`config.mk`:
```
export PLATFORM = sky130hd
export DESIGN_NAME = lc4_superscalar
export DESIGN_NICKNAME = d
export VERILOG_FILES = /design/src/lc4_isa_pkg.sv /design/src/lc4_pipe_pkg.sv /design/src/lc4_ifaces.sv /design/src/lc4_decoder.sv /design/src/lc4_issue.sv /design/src/lc4_lane.sv /design/src/lc4_regfile_ss.sv /design/src/lc4_superscalar.sv
export VERILOG_INCLUDE_DIRS = /design/src
export SDC_FILE = /design/constraint.sdc
export NUM_CORES = 2
export LEC_CHECK = 0
export ABC_CLOCK_PERIOD_IN_PS = 8760
export BUFFER_PORTS_ARGS = -buffer_cell sky130_fd_sc_hd__buf_2
export CORE_MARGIN = 5
export CORE_UTILIZATION = 55
export DETAILED_ROUTE_END_ITERATION = 8
export HOLD_SLACK_MARGIN = 0.05
export MAX_ROUTING_LAYER = met4
export PLACE_DENSITY = 0.77
export SYNTH_ARGS = -nofsm -noshare
export SYNTH_HDL_FRONTEND = slang
export SYNTH_SLANG_ARGS = --single-unit
export TNS_END_PERCENT = 1
```
`constraint.sdc`:
```
create_clock -name gwe -period 8.76 [get_ports gwe]
set_input_delay 0.876 -clock gwe [delete_from_list [all_inputs] [get_ports gwe]]
set_output_delay 0.876 -clock gwe [all_outputs]
set_load 0.005 [all_outputs]
```
`src/lc4_cfg.svh`:
```
`ifndef LC4_CFG_SVH
`define LC4_CFG_SVH

// datapath and instruction width
`define LC4_WORD 16

// architectural registers r0..r7
`define LC4_NREGS 8
`define LC4_RSEL_W $clog2(`LC4_NREGS)

// issue width of the pipe
`define LC4_LANES 2

// first fetch address out of reset
`define LC4_RESET_PC 16'h8200

// stall codes seen on the test outputs
`define LC4_STALL_ISSUED 2'd0
`define LC4_STALL_SPLIT  2'd1
`define LC4_STALL_RESET  2'd2

`endif

```
`src/lc4_isa_pkg.sv`:
```
`include "lc4_cfg.svh"

package lc4_isa_pkg;

    // major opcodes, only the kept ones are named
    typedef enum logic [3:0] {
        OP_NOP   = 4'b0000,
        OP_ARITH = 4'b0001,
        OP_LOGIC = 4'b0101,
        OP_CONST = 4'b1001
    } lc4_opcode_e;

    // arith sub-ops in insn[4:3]
    typedef enum logic [1:0] {
        ARITH_ADD = 2'b00,
        ARITH_MUL = 2'b01,
        ARITH_SUB = 2'b10,
        ARITH_DIV = 2'b11          // not supported here, retires as a nop
    } lc4_arith_sub_e;

    // logic sub-ops in insn[4:3]
    typedef enum logic [1:0] {
        LOGIC_AND = 2'b00,
        LOGIC_NOT = 2'b01,
        LOGIC_OR  = 2'b10,
        LOGIC_XOR = 2'b11
    } lc4_logic_sub_e;

    // register form, rd <= rs op rt
    typedef struct packed {
        lc4_opcode_e             opcode;
        logic [`LC4_RSEL_W-1:0]  rd;
        logic [`LC4_RSEL_W-1:0]  rs;
        logic                    imm_mode;   // 0 here
        logic [1:0]              sub;        // arith or logic sub-op
        logic [`LC4_RSEL_W-1:0]  rt;
    } lc4_rform_t;

    // immediate form, rd <= rs op sext(imm5)
    typedef struct packed {
        lc4_opcode_e             opcode;
        logic [`LC4_RSEL_W-1:0]  rd;
        logic [`LC4_RSEL_W-1:0]  rs;
        logic                    imm_mode;   // 1 here
        logic [4:0]              imm5;
    } lc4_iform_t;

    // the same word read two ways, picked by imm_mode
    typedef union packed {
        lc4_rform_t r;
        lc4_iform_t i;
    } lc4_insn_u;

    // condition flags, one-hot after any write
    typedef struct packed {
        logic n;
        logic z;
        logic p;
    } lc4_nzp_t;

endpackage

```
`src/lc4_pipe_pkg.sv`:
```
`include "lc4_cfg.svh"

package lc4_pipe_pkg;

    // x-stage function select
    typedef enum logic [2:0] {
        ALU_ADD,
        ALU_SUB,
        ALU_MUL,
        ALU_AND,
        ALU_OR,
        ALU_XOR,
        ALU_NOT,
        ALU_CONST                        // passes the immediate through
    } lc4_alu_e;

    typedef enum logic [1:0] {
        STALL_ISSUED = `LC4_STALL_ISSUED,
        STALL_SPLIT  = `LC4_STALL_SPLIT,
        STALL_RESET  = `LC4_STALL_RESET
    } lc4_stall_e;

    typedef struct packed {
        lc4_alu_e                alu;
        logic [`LC4_RSEL_W-1:0]  rs_sel;
        logic                    rs_re;
        logic [`LC4_RSEL_W-1:0]  rt_sel;
        logic                    rt_re;
        logic [`LC4_RSEL_W-1:0]  rd_sel;
        logic                    regfile_we;
        logic                    nzp_we;
        logic                    use_imm;
        logic [`LC4_WORD-1:0]    imm;     // already sign-extended
        logic [`LC4_WORD-1:0]    insn;    // raw word, carried to retire
    } lc4_op_t;

    // non-writing op that still carries its raw word
    function automatic lc4_op_t lc4_nop_op(input logic [`LC4_WORD-1:0] insn);
        lc4_op_t op;
        op      = '0;
        op.alu  = ALU_CONST;            // imm is 0, so result reads 0
        op.insn = insn;
        return op;
    endfunction

endpackage

```
`src/lc4_ifaces.sv`:
```
`include "lc4_cfg.svh"

// issue register of one lane, issue stage -> lane x stage
interface lc4_issue_if
    import lc4_pipe_pkg::*;
();
    logic [`LC4_WORD-1:0] pc;      // address of the word in this slot
    lc4_op_t              op;      // decoded op, nop on split or reset
    lc4_stall_e           stall;

    modport issuer (
        output pc,
        output op,
        output stall
    );

    modport lane (
        input pc,
        input op,
        input stall
    );
endinterface

// w register of one lane, lane -> regfile and test outputs
interface lc4_retire_if
    import lc4_isa_pkg::*;
    import lc4_pipe_pkg::*;
();
    logic [`LC4_WORD-1:0]   pc;
    logic [`LC4_WORD-1:0]   insn;
    logic                   regfile_we;
    logic [`LC4_RSEL_W-1:0] wsel;
    logic [`LC4_WORD-1:0]   data;
    logic                   nzp_we;
    lc4_nzp_t               nzp;
    lc4_stall_e             stall;

    modport lane (
        output pc, insn, regfile_we, wsel, data,
        output nzp_we, nzp, stall
    );

    // regfile only needs the write port fields
    modport drain (
        input regfile_we, wsel, data
    );
endinterface

```
`src/lc4_decoder.sv`:
```
`include "lc4_cfg.svh"

module lc4_decoder
    import lc4_isa_pkg::*;
    import lc4_pipe_pkg::*;
(
    input  lc4_insn_u i_insn,
    output lc4_op_t   o_op
);

    logic [8:0] imm9;                 // const field, low nine bits
    logic       writes;               // opcode/sub-op is one we execute

    assign imm9 = i_insn[8:0];

    always_comb begin
        o_op        = lc4_nop_op(i_insn);
        writes      = 1'b0;
        o_op.rd_sel = i_insn.r.rd;    // rd sits in the same place in every view
        o_op.rs_sel = i_insn.r.rs;
        o_op.rt_sel = i_insn.r.rt;
        case (i_insn.r.opcode)
            OP_ARITH, OP_LOGIC: begin
                o_op.rs_re = 1'b1;
                writes     = 1'b1;
                if (i_insn.i.imm_mode) begin            // i-form, ADD or AND only
                    o_op.use_imm = 1'b1;
                    o_op.imm     = {{(`LC4_WORD-5){i_insn.i.imm5[4]}}, i_insn.i.imm5};
                    o_op.alu     = (i_insn.i.opcode == OP_ARITH) ? ALU_ADD : ALU_AND;
                end else if (i_insn.r.opcode == OP_ARITH) begin
                    o_op.rt_re = 1'b1;
                    case (i_insn.r.sub)
                        ARITH_ADD: o_op.alu = ALU_ADD;
                        ARITH_MUL: o_op.alu = ALU_MUL;
                        ARITH_SUB: o_op.alu = ALU_SUB;
                        default:   writes   = 1'b0;    // div dropped
                    endcase
                end else begin
                    o_op.rt_re = (i_insn.r.sub != LOGIC_NOT);   // not is unary
                    case (i_insn.r.sub)
                        LOGIC_AND: o_op.alu = ALU_AND;
                        LOGIC_NOT: o_op.alu = ALU_NOT;
                        LOGIC_OR:  o_op.alu = ALU_OR;
                        default:   o_op.alu = ALU_XOR;
                    endcase
                end
            end
            OP_CONST: begin
                writes       = 1'b1;
                o_op.alu     = ALU_CONST;
                o_op.use_imm = 1'b1;
                o_op.imm     = {{(`LC4_WORD-9){imm9[8]}}, imm9};
            end
            default: ;                                 // everything else stays a nop
        endcase
        o_op.regfile_we = writes;
        o_op.nzp_we     = writes;
        if (!writes) o_op = lc4_nop_op(i_insn);        // drop read flags too, no false split
    end

endmodule

```
`src/lc4_issue.sv`:
```
`include "lc4_cfg.svh"

module lc4_issue
    import lc4_isa_pkg::*;
    import lc4_pipe_pkg::*;
(
    input  logic                 gwe,
    input  logic                 i_rst_n,
    input  lc4_insn_u            i_insn_a,      // word at o_pc
    input  lc4_insn_u            i_insn_b,      // word at o_pc + 1
    output logic [`LC4_WORD-1:0] o_pc,
    lc4_issue_if.issuer          o_issue [`LC4_LANES]
);

    logic [`LC4_WORD-1:0] pc_q;
    logic [`LC4_WORD-1:0] pc_b;      // pc of the second word
    logic [`LC4_WORD-1:0] pc_next;
    lc4_op_t              op_a;
    lc4_op_t              op_b;
    logic                 rs_hit;
    logic                 rt_hit;
    logic                 split;     // b depends on a, hold b back

    lc4_decoder dec_a_i (
        .i_insn (i_insn_a),
        .o_op   (op_a)
    );

    lc4_decoder dec_b_i (
        .i_insn (i_insn_b),
        .o_op   (op_b)
    );

    // intra-packet raw check, only b can depend on a
    assign rs_hit = op_b.rs_re && (op_b.rs_sel == op_a.rd_sel);
    assign rt_hit = op_b.rt_re && (op_b.rt_sel == op_a.rd_sel);
    assign split  = op_a.regfile_we && (rs_hit || rt_hit);

    assign pc_b    = pc_q + `LC4_WORD'd1;
    assign pc_next = split ? pc_b : pc_q + `LC4_WORD'd2;   // held word refetched as next a
    assign o_pc    = pc_q;

    always_ff @(posedge gwe) begin
        if (!i_rst_n) begin
            pc_q <= `LC4_RESET_PC;
        end else begin
            pc_q <= pc_next;
        end
    end

    // issue registers, lane a
    always_ff @(posedge gwe) begin
        if (!i_rst_n) begin
            o_issue[0].pc    <= '0;
            o_issue[0].op    <= lc4_nop_op('0);
            o_issue[0].stall <= STALL_RESET;
        end else begin
            o_issue[0].pc    <= pc_q;
            o_issue[0].op    <= op_a;              // a always goes
            o_issue[0].stall <= STALL_ISSUED;
        end
    end

    // issue registers, lane b
    always_ff @(posedge gwe) begin
        if (!i_rst_n) begin
            o_issue[1].pc    <= '0;
            o_issue[1].op    <= lc4_nop_op('0);
            o_issue[1].stall <= STALL_RESET;
        end else begin
            o_issue[1].pc    <= pc_b;
            o_issue[1].op    <= split ? lc4_nop_op('0) : op_b;   // bubble on split
            o_issue[1].stall <= split ? STALL_SPLIT : STALL_ISSUED;
        end
    end

endmodule

```
`src/lc4_lane.sv`:
```
`include "lc4_cfg.svh"

module lc4_lane
    import lc4_isa_pkg::*;
    import lc4_pipe_pkg::*;
(
    input  logic                   gwe,
    input  logic                   i_rst_n,
    lc4_issue_if.lane              i_issue,
    output logic [`LC4_RSEL_W-1:0] o_rs_sel,
    output logic [`LC4_RSEL_W-1:0] o_rt_sel,
    input  logic [`LC4_WORD-1:0]   i_rs_data,   // already forwarded by the regfile
    input  logic [`LC4_WORD-1:0]   i_rt_data,
    lc4_retire_if.lane             o_retire
);

    lc4_op_t              op;
    logic [`LC4_WORD-1:0] opnd_b;     // rt or immediate
    logic [`LC4_WORD-1:0] result;
    lc4_nzp_t             nzp;

    assign op       = i_issue.op;
    assign o_rs_sel = op.rs_sel;
    assign o_rt_sel = op.rt_sel;
    assign opnd_b   = op.use_imm ? op.imm : i_rt_data;

    // x stage alu
    always_comb begin
        case (op.alu)
            ALU_ADD:   result = i_rs_data + opnd_b;
            ALU_SUB:   result = i_rs_data - opnd_b;
            ALU_MUL:   result = i_rs_data * opnd_b;    // low half kept
            ALU_AND:   result = i_rs_data & opnd_b;
            ALU_OR:    result = i_rs_data | opnd_b;
            ALU_XOR:   result = i_rs_data ^ opnd_b;
            ALU_NOT:   result = ~i_rs_data;
            default:   result = op.imm;                // const
        endcase
    end

    // flags from the signed result
    always_comb begin
        nzp = '0;
        if ($signed(result) > 0) begin
            nzp.p = 1'b1;
        end else if (result == '0) begin
            nzp.z = 1'b1;
        end else begin
            nzp.n = 1'b1;
        end
    end

    // w register, visible on the test outputs
    always_ff @(posedge gwe) begin
        if (!i_rst_n) begin
            o_retire.pc         <= '0;
            o_retire.insn       <= '0;
            o_retire.regfile_we <= 1'b0;
            o_retire.wsel       <= '0;
            o_retire.data       <= '0;
            o_retire.nzp_we     <= 1'b0;
            o_retire.nzp        <= '0;
            o_retire.stall      <= STALL_RESET;
        end else begin
            o_retire.pc         <= i_issue.pc;
            o_retire.insn       <= op.insn;
            o_retire.regfile_we <= op.regfile_we;
            o_retire.wsel       <= op.rd_sel;
            o_retire.data       <= result;
            o_retire.nzp_we     <= op.nzp_we;
            o_retire.nzp        <= nzp;
            o_retire.stall      <= i_issue.stall;   // split/issued tag rides along
        end
    end

endmodule

```
`src/lc4_regfile_ss.sv`:
```
`include "lc4_cfg.svh"

module lc4_regfile_ss (
    input  logic                   gwe,
    input  logic                   i_rst_n,
    lc4_retire_if.drain            i_retire  [`LC4_LANES],
    input  logic [`LC4_RSEL_W-1:0] i_rs_sel  [`LC4_LANES],
    input  logic [`LC4_RSEL_W-1:0] i_rt_sel  [`LC4_LANES],
    output logic [`LC4_WORD-1:0]   o_rs_data [`LC4_LANES],
    output logic [`LC4_WORD-1:0]   o_rt_data [`LC4_LANES]
);

    logic [`LC4_WORD-1:0]   regs   [`LC4_NREGS];
    logic                   w_we   [`LC4_LANES];   // w-stage write ports
    logic [`LC4_RSEL_W-1:0] w_sel  [`LC4_LANES];
    logic [`LC4_WORD-1:0]   w_data [`LC4_LANES];

    for (genvar g = 0; g < `LC4_LANES; g++) begin : g_drain
        assign w_we[g]   = i_retire[g].regfile_we;
        assign w_sel[g]  = i_retire[g].wsel;
        assign w_data[g] = i_retire[g].data;
    end

    // higher lane writes last, so b wins on the same register
    always_ff @(posedge gwe) begin
        if (!i_rst_n) begin
            for (int r = 0; r < `LC4_NREGS; r++) begin
                regs[r] <= '0;
            end
        end else begin
            for (int l = 0; l < `LC4_LANES; l++) begin
                if (w_we[l]) regs[w_sel[l]] <= w_data[l];
            end
        end
    end

    // write-through read ports, same lane order for priority
    for (genvar g = 0; g < `LC4_LANES; g++) begin : g_read
        always_comb begin
            o_rs_data[g] = regs[i_rs_sel[g]];
            o_rt_data[g] = regs[i_rt_sel[g]];
            for (int l = 0; l < `LC4_LANES; l++) begin
                if (w_we[l] && (w_sel[l] == i_rs_sel[g])) begin
                    o_rs_data[g] = w_data[l];
                end
                if (w_we[l] && (w_sel[l] == i_rt_sel[g])) begin
                    o_rt_data[g] = w_data[l];
                end
            end
        end
    end

endmodule

```
`src/lc4_superscalar.sv`:
```
`include "lc4_cfg.svh"

module lc4_superscalar (
    input  logic                   gwe,
    input  logic                   i_rst_n,

    output logic [`LC4_WORD-1:0]   o_cur_pc,       // fetch address, pair is pc and pc+1
    input  logic [`LC4_WORD-1:0]   i_cur_insn_a,
    input  logic [`LC4_WORD-1:0]   i_cur_insn_b,

    // retire slot, lane a
    output logic [1:0]             o_test_stall_a,
    output logic [`LC4_WORD-1:0]   o_test_pc_a,
    output logic [`LC4_WORD-1:0]   o_test_insn_a,
    output logic                   o_test_regfile_we_a,
    output logic [`LC4_RSEL_W-1:0] o_test_wsel_a,
    output logic [`LC4_WORD-1:0]   o_test_regfile_data_a,
    output logic                   o_test_nzp_we_a,
    output logic [2:0]             o_test_nzp_a,

    // retire slot, lane b
    output logic [1:0]             o_test_stall_b,
    output logic [`LC4_WORD-1:0]   o_test_pc_b,
    output logic [`LC4_WORD-1:0]   o_test_insn_b,
    output logic                   o_test_regfile_we_b,
    output logic [`LC4_RSEL_W-1:0] o_test_wsel_b,
    output logic [`LC4_WORD-1:0]   o_test_regfile_data_b,
    output logic                   o_test_nzp_we_b,
    output logic [2:0]             o_test_nzp_b
);

    lc4_issue_if  issue_bus  [`LC4_LANES] ();
    lc4_retire_if retire_bus [`LC4_LANES] ();

    logic [`LC4_RSEL_W-1:0] rs_sel  [`LC4_LANES];
    logic [`LC4_RSEL_W-1:0] rt_sel  [`LC4_LANES];
    logic [`LC4_WORD-1:0]   rs_data [`LC4_LANES];
    logic [`LC4_WORD-1:0]   rt_data [`LC4_LANES];

    lc4_issue issue_i (
        .gwe      (gwe),
        .i_rst_n  (i_rst_n),
        .i_insn_a (i_cur_insn_a),
        .i_insn_b (i_cur_insn_b),
        .o_pc     (o_cur_pc),
        .o_issue  (issue_bus)
    );

    for (genvar g = 0; g < `LC4_LANES; g++) begin : g_lane
        lc4_lane lane_i (
            .gwe       (gwe),
            .i_rst_n   (i_rst_n),
            .i_issue   (issue_bus[g]),
            .o_rs_sel  (rs_sel[g]),
            .o_rt_sel  (rt_sel[g]),
            .i_rs_data (rs_data[g]),
            .i_rt_data (rt_data[g]),
            .o_retire  (retire_bus[g])
        );
    end

    lc4_regfile_ss regfile_i (
        .gwe       (gwe),
        .i_rst_n   (i_rst_n),
        .i_retire  (retire_bus),
        .i_rs_sel  (rs_sel),
        .i_rt_sel  (rt_sel),
        .o_rs_data (rs_data),
        .o_rt_data (rt_data)
    );

    assign o_test_stall_a        = retire_bus[0].stall;
    assign o_test_pc_a           = retire_bus[0].pc;
    assign o_test_insn_a         = retire_bus[0].insn;
    assign o_test_regfile_we_a   = retire_bus[0].regfile_we;
    assign o_test_wsel_a         = retire_bus[0].wsel;
    assign o_test_regfile_data_a = retire_bus[0].data;
    assign o_test_nzp_we_a       = retire_bus[0].nzp_we;
    assign o_test_nzp_a          = retire_bus[0].nzp;

    assign o_test_stall_b        = retire_bus[1].stall;
    assign o_test_pc_b           = retire_bus[1].pc;
    assign o_test_insn_b         = retire_bus[1].insn;
    assign o_test_regfile_we_b   = retire_bus[1].regfile_we;
    assign o_test_wsel_b         = retire_bus[1].wsel;
    assign o_test_regfile_data_b = retire_bus[1].data;
    assign o_test_nzp_we_b       = retire_bus[1].nzp_we;
    assign o_test_nzp_b          = retire_bus[1].nzp;

endmodule

```
### Word-level counts from Yosys, hierarchy flattened

Memories as Yosys holds them, arrays and structs flattened. A register that Yosys moved wholly into a read port is not among the register bits.
Index checks and enable logic that the tools add are counted.

* $lt $le $gt $ge: 2
* bitwise operators: 11
* multiply operators: 2
* equal/unequal tests: 33
* add/subtract/negate cells: 6
* reductions and logical operators: 31
* mux-type cells: 66

Operator list (number)
* case mux 16 bit (7 select lines): 2
* two-way mux 16 bit: 13
* case mux 17 bit (2 select lines): 2
* two-way mux 46 bit: 1
* two-way mux 38 bit: 1
* case mux 3 bit (3 select lines): 4
* two-way mux 17 bit: 2
* adder 16 bit: 2
* bitwise AND 16 bit: 2
* greater-than comparator 16 x 1 -> 1 bit, second input constant: 2
* logical NOT 16 bit: 2
* multiplier 16 x 16 -> 16 bit: 2
* NOT 16 bit: 2
* OR 16 bit: 2
* OR reduction 16 bit: 2
* subtractor 16 bit: 2
* bitwise XOR 16 bit: 2
* == test 3 bit: 10
* two-way mux 3 bit: 10
* two-way mux 1 bit: 26
* == test 3 bit, second input constant: 6
* adder 16 x 1 -> 16 bit, second input constant: 1
* adder 16 x 2 -> 16 bit, second input constant: 1
* == test 3 x 2 -> 1 bit, second input constant: 4
* other kinds (19): 48

* memories kept: 1
* register bits: 262
* bits in writable memories: 128
* output and inout port bits: 132
* logic and storage cells: 195
* input bits: 34

Memories
* regfile_i.regs: depth 8, width 16, read ports 4, clocked after memory_dff 4, write ports 8, RTL line lc4_regfile_ss.sv:13 `` logic [`LC4_WORD-1:0] regs [`LC4_NREGS]; ``

### Logic depth before layout (Yosys ltp)

* depth after elaboration: 13
* gate-level depth with buffers: 36
* depth with buffers taken out: 31

### Modules after synthesis

From an unflattened synthesis, not the netlist that was laid out.

* cells, all modules: 3365
* area, all modules: 33628.5 um2

Modules (own cells, without submodules)
* lc4_regfile_ss: seq. area each 3843.7 um2, cells an instance 830, area an instance 11487.3 um2, instances 1
* lc4_lane at g_lane[1].lane_i: seq. area each 1161.1 um2, cells an instance 986, area an instance 8275.4 um2, instances 1
* lc4_lane at g_lane[0].lane_i: seq. area each 1161.1 um2, cells an instance 973, area an instance 8061.5 um2, instances 1
* lc4_issue: seq. area each 2982.9 um2, cells an instance 428, area an instance 4715.8 um2, instances 1
* lc4_decoder: seq. area each 0.0 um2, cells an instance 74, area an instance 544.3 um2, instances 2

### Worst setup path before layout

OpenSTA, ideal clock, no wires.

* path type: reg2reg
* start: register g_lane[0].lane_i.o_rt_sel[0] (netlist name)
* end: register g_lane[0].lane_i.o_retire.nzp[0] (netlist name)
* slack: 777 ps
* arrival time: 7869 ps
* stages on the path, launching flop included: 30
* data required time: 8645 ps
* library setup time: 115 ps
* buffers on the path: 3
* period minus slack after synthesis: 7983 ps
* cells stage by stage: dfxtp_1 > buf_4 > buf_2 > buf_2 > mux4_2 > mux2_2 > mux2i_1 > o21ai_0 > o21ai_1 > inv_1 > ha_1 > fa_1 > inv_1 > fa_1 > inv_1 > fa_1 > fa_1 > fa_1 > inv_1 > fa_1 > inv_1 > ha_1 > or3_1 > o21ai_0 > or4_1 > and2_0 > nor4bb_1 > nand4_1 > or4b_4 > o21a_1

* word-level cells in the longest chain between the ends: 9
* elaborated cells on any way between the ends: 16
* classes of those cells: 2 x add/sub; 1 x mul; 1 x order compare; 2 x eq/ne; 5 x mux; 3 x bitwise; 2 x reduce/logical

Ends and longest elaborated chain
* == test 3 bit: RTL line lc4_regfile_ss.sv:46 `if (w_we[l] && (w_sel[l] == i_rt_sel[g])) begin`
* logical AND 1 bit: RTL line lc4_regfile_ss.sv:46
* two-way mux 16 bit: RTL line lc4_regfile_ss.sv:46
* two-way mux 16 bit (*): RTL line lc4_regfile_ss.sv:46
* two-way mux 16 bit (*): RTL line lc4_lane.sv:25 `assign opnd_b = op.use_imm ? op.imm : i_rt_data;`
* multiplier 16 x 16 -> 16 bit, or another cell as far along: RTL line lc4_lane.sv:32 `ALU_MUL: result = i_rs_data * opnd_b;`
* case mux 16 bit (7 select lines) (*): RTL line lc4_lane.sv:29 `case (op.alu)`
* greater-than comparator 16 x 1 -> 1 bit (*): RTL line lc4_lane.sv:44 `if ($signed(result) > 0) begin`
* two-way mux 1 bit (*): RTL line lc4_lane.sv:44

Every way passes the cells marked *; elsewhere a longest branch is shown, timed or not.
A chain may end at the register's enable or synchronous reset.

### Final worst setup path

* start: register g_lane[0].lane_i.o_rt_sel[2] (netlist name)
* end: register g_lane[0].lane_i.o_retire.nzp[0] (netlist name)

* word-level cells in the longest chain between the ends: 9
* elaborated cells on any way between the ends: 16
* classes of those cells: 2 x add/sub; 1 x mul; 1 x order compare; 2 x eq/ne; 5 x mux; 3 x bitwise; 2 x reduce/logical

Ends and longest elaborated chain (RTL line)
* == test 3 bit: lc4_regfile_ss.sv:46
* logical AND 1 bit: lc4_regfile_ss.sv:46
* two-way mux 16 bit: lc4_regfile_ss.sv:46
* two-way mux 16 bit (*): lc4_regfile_ss.sv:46
* two-way mux 16 bit (*): lc4_lane.sv:25
* multiplier 16 x 16 -> 16 bit, or another cell as far along: lc4_lane.sv:32
* case mux 16 bit (7 select lines) (*): lc4_lane.sv:29
* greater-than comparator 16 x 1 -> 1 bit (*): lc4_lane.sv:44
* two-way mux 1 bit (*): lc4_lane.sv:44

Marks and branches as above.

==> flow_summary.ini <==
[finish]
post-route-util_pct = 61.1
drive_gt1_share_pct = 16.9
instances_no_fill = 4313
fin_nets = 3902
syn2layout_area_growth_pct = 10.4

[route]
drtIter0Drc = 3585
drcViolationCount = 0
drt.antenna.violating_nets = 0
post_drt_via_cell_ratio = 6.38
wire_per_inst_um = 24.8
routed_wl_mm = 107
dr.pass1.iters = 7
vias = 27505

[synthesis]
yosys.cell_types.count = 113
yosysSeqAreaShare_pct = 27.3
synthArstFlopShare_pct = 0
yosysWarnings = 0
synth-edff-count = 128
synth_top_area_share_pct = 15.2
synth_area_per_cell_um2 = 9.34
syn-cell-area_um2 = 31800
synth_top_cell_by_area = dfxtp_1
synth_fp_nets = 3794
synth_area_leaders = dfxtp_1 15%, edfxtp_1 12%, fa_1 10%
ys_dominant_reg_cell = dfxtp_1
synth_seq_cells = 370
synth_cells = 3407

[clock_network]
clock_path_buffers = 3
insertion_delay_ps = 580
cts-buffers-inserted = 41
h-tree-depth = 2
clockRootBuffer = clkbuf_16
clkTransAtPathRegs_ps = 60
postCtsHoldBufs = 0
cts_num_sinks = 370
post_cts_buffers = 0
cts_tree = built

[place]
placed_cells = 4237
gp_congestion = 1.04
numPortBuffers = 164
dp_hpwl_mm = 79.7

[outcome]
status = finished, final reports clean

[grt]
grt_pass1_wl_mm = 162
grt_start_max_net_pins = 110
antenna_found_initial = 5
grt_overflow_total = 0
grt_pass1_vias = 27102
gr-usage-all-layers_pct = 34.0

[timing]
max_freq_ghz = 0.118
rsz0062_at_grt = no
fin_crit_sh_pct = 96.8
fin_setup_tns_ps = 0
max-slew-margin-rel_pct = 8.53
worst_slew_pin_slew_ps = 1370
fin_crit_ps = 8480
setup_viol = 0
finalHoldViolCount = 0
finClkSkew_ps = 21.9
final_max_slew_viol_count = 0

[power_and_ir_drop]
irDropWorstVdd_mv = 0.153
power_mw = 5.94
power_density_nw_per_um2 = 169
p_leak_nw = 15.0

[die]
start_util_pct = 55.4
dieArea_um2 = 62800
core-area_um2 = 57500
rows = 88
die_h_um = 251
dieWidth_um = 251
io_pins = 166

[flow_run]
maxCapViolations = 0

[setup_path]
reg2reg_setup_slack_ps = 280
crit_type = reg2reg
worstPathRequired_ps = 9230
r2r-end = g_lane[0].lane_i.o_retire.nzp[0]
cp-start-kind = flip-flop
critPathCaptureType = flip-flop
critPathMaxFanout = 13
max_stage_delay_ps = 580
cp_common_cell = fa_1
r2r_cells = 26
startpoint = g_lane[0].lane_i.o_rt_sel[2]
reg2reg_from = g_lane[0].lane_i.o_rt_sel[2]
slowest_stage = or4b_4
worstPathArrival_ps = 8960

[min_path]
worstHoldPathCells = 1
min_from = issue_i.o_issue[1].stall[1]
min_to = g_lane[1].lane_i.o_retire.stall[1]
hp-class = reg2reg
==> registers in the layout (all words and copies together) (netlist names) <==
name	count
issue_i.o_pc	16
issue_i.o_issue.op	66
g_lane.lane_i.o_retire.nzp_we	1
issue_i.o_issue.pc	32
g_lane.lane_i.o_retire.regfile_we	1
issue_i.o_issue.stall	3
g_lane.lane_i.o_retire.stall	3
g_lane.lane_i.o_retire.data	32
g_lane.lane_i.o_retire.pc	32
g_lane.lane_i.o_rs_sel	6
g_lane.lane_i.o_rt_sel	6
g_lane.lane_i.o_retire.insn	32
g_lane.lane_i.o_retire.nzp	6
regfile_i.regs	128
g_lane.lane_i.o_retire.wsel	6
==> layout by cell type, fill, tap and decap left out, types with 28 or more instances in the layout <==
cell,count
inv_1,341
nor2_1,330
nand2_1,307
dfxtp_1,234
ha_1,193
buf_2,163
fa_1,160
and2_1,156
a22o_1,142
buf_4,135
o21ai_0,129
edfxtp_1,128
mux4_2,124
xnor2_1,112
a21oi_1,105
mux2i_1,83
clkbuf_16,41
xor2_1,35
a211oi_1,33
nand3_1,33
nor3_1,33
mux2_2,28
nand2b_1,28
a31oi_1,28
==> critical path, delay by kind of cell (launching register included) <==
family                     cells  cell delay, ps
and+or+nand+nor                7            2050
DFF                            1             350
buffers and inverters          6             980
AOI/OAI and AO/OA              5            1680
muxes                          1             400
adders and majority gates      7            2920
==> power by group <==
group	internal, mW	total (mW)	leakage [nW]	switching [mW]
Clock	1.02	1.76	0.676	0.740
Combinational	0.956	2.30	11.0	1.35
Sequential	1.83	1.87	3.32	0.0485
==> synth_stat cells (all sizes together) (31+ instances only) <==
library cell,count
inv,349
nor2,339
nand2,308
dfxtp,242
ha,193
clkbuf,164
fa,160
and2,157
o21ai,143
a22o,142
edfxtp,128
mux4,124
xnor2,114
a21oi,105
mux2i,83
buf,72
nor3,37
xor2,35
a211oi,34
nand3,33
a31oi,31
==> repair_timing <==
action | CTS | global route
resized for setup | 0 | 6
endpoints found under the setup margin | 0 | 2
endpoints found under the hold margin | 0 | 0
==> per-stage QoR <==
step | cell area (um^2) | worst slack [ps] | hold slack, ps
3_3_place_gp | 33700 | 389 | 390
5_1_grt | 35100 | 21.8 | 438
4_1_cts | 35100 | 219 | 407
3_5_place_dp | 33700 | 232 | 393
6_report | 35100 | 278 | 406
2_1_floorplan | 31800 | 777 | 386
==> cells by family (layout without fill, tap and decap cells) <==
kind of cell             after synthesis  count (layout)  synth area share, %
multiplexers                         237             237                 12.4
adder cells (fa/ha/maj)              359             359                 17.9
AO/OA/AOI/OAI                        643             643                 14.5
flip-flops                           370             370                 27.3
other                                  1               4               0.0118
XOR/XNOR                             156             156                 4.65
buffers and inverters                589             727                 7.31
AND/OR/NAND/NOR                     1052            1052                 15.9
==> worst max-delay path by stage <==
stage / to / slack (ps) / cells past startpoint
floorplan: g_lane[0].lane_i.o_retire.nzp[0] / 780 / 29
global placement: g_lane[0].lane_i.o_retire.nzp[1] / 390 / 25
finish: g_lane[0].lane_i.o_retire.nzp[0] / 280 / 26
global route: g_lane[0].lane_i.o_retire.nzp[1] / 20 / 30
CTS: g_lane[0].lane_i.o_retire.nzp[1] / 220 / 25
detailed placement: g_lane[0].lane_i.o_retire.nzp[0] / 230 / 25
==> area by class of cell <==
| cell class | instances | area [um^2] |
|---|---|---|
| multi-input combinational | 2448 | 20900 |
| sequential | 370 | 8710 |
| clock inverter | 23 | 280 |
| timing repair buffer | 301 | 1890 |
| inverter | 353 | 1330 |
| fill | 4892 | 22300 |
| tap | 765 | 957 |
| antenna | 3 | 7.51 |
| clock buffer | 50 | 1100 |
==> layer usage <==
layer	part of all wire, %	routed length, um	global-route usage, %
met2	45	47800	51.8
met1	38	40600	43.7
met3	12	12400	7.83
met5	0	0	-
met4	5.6	5990	14.8
Power figures use the tool's default switching activity.
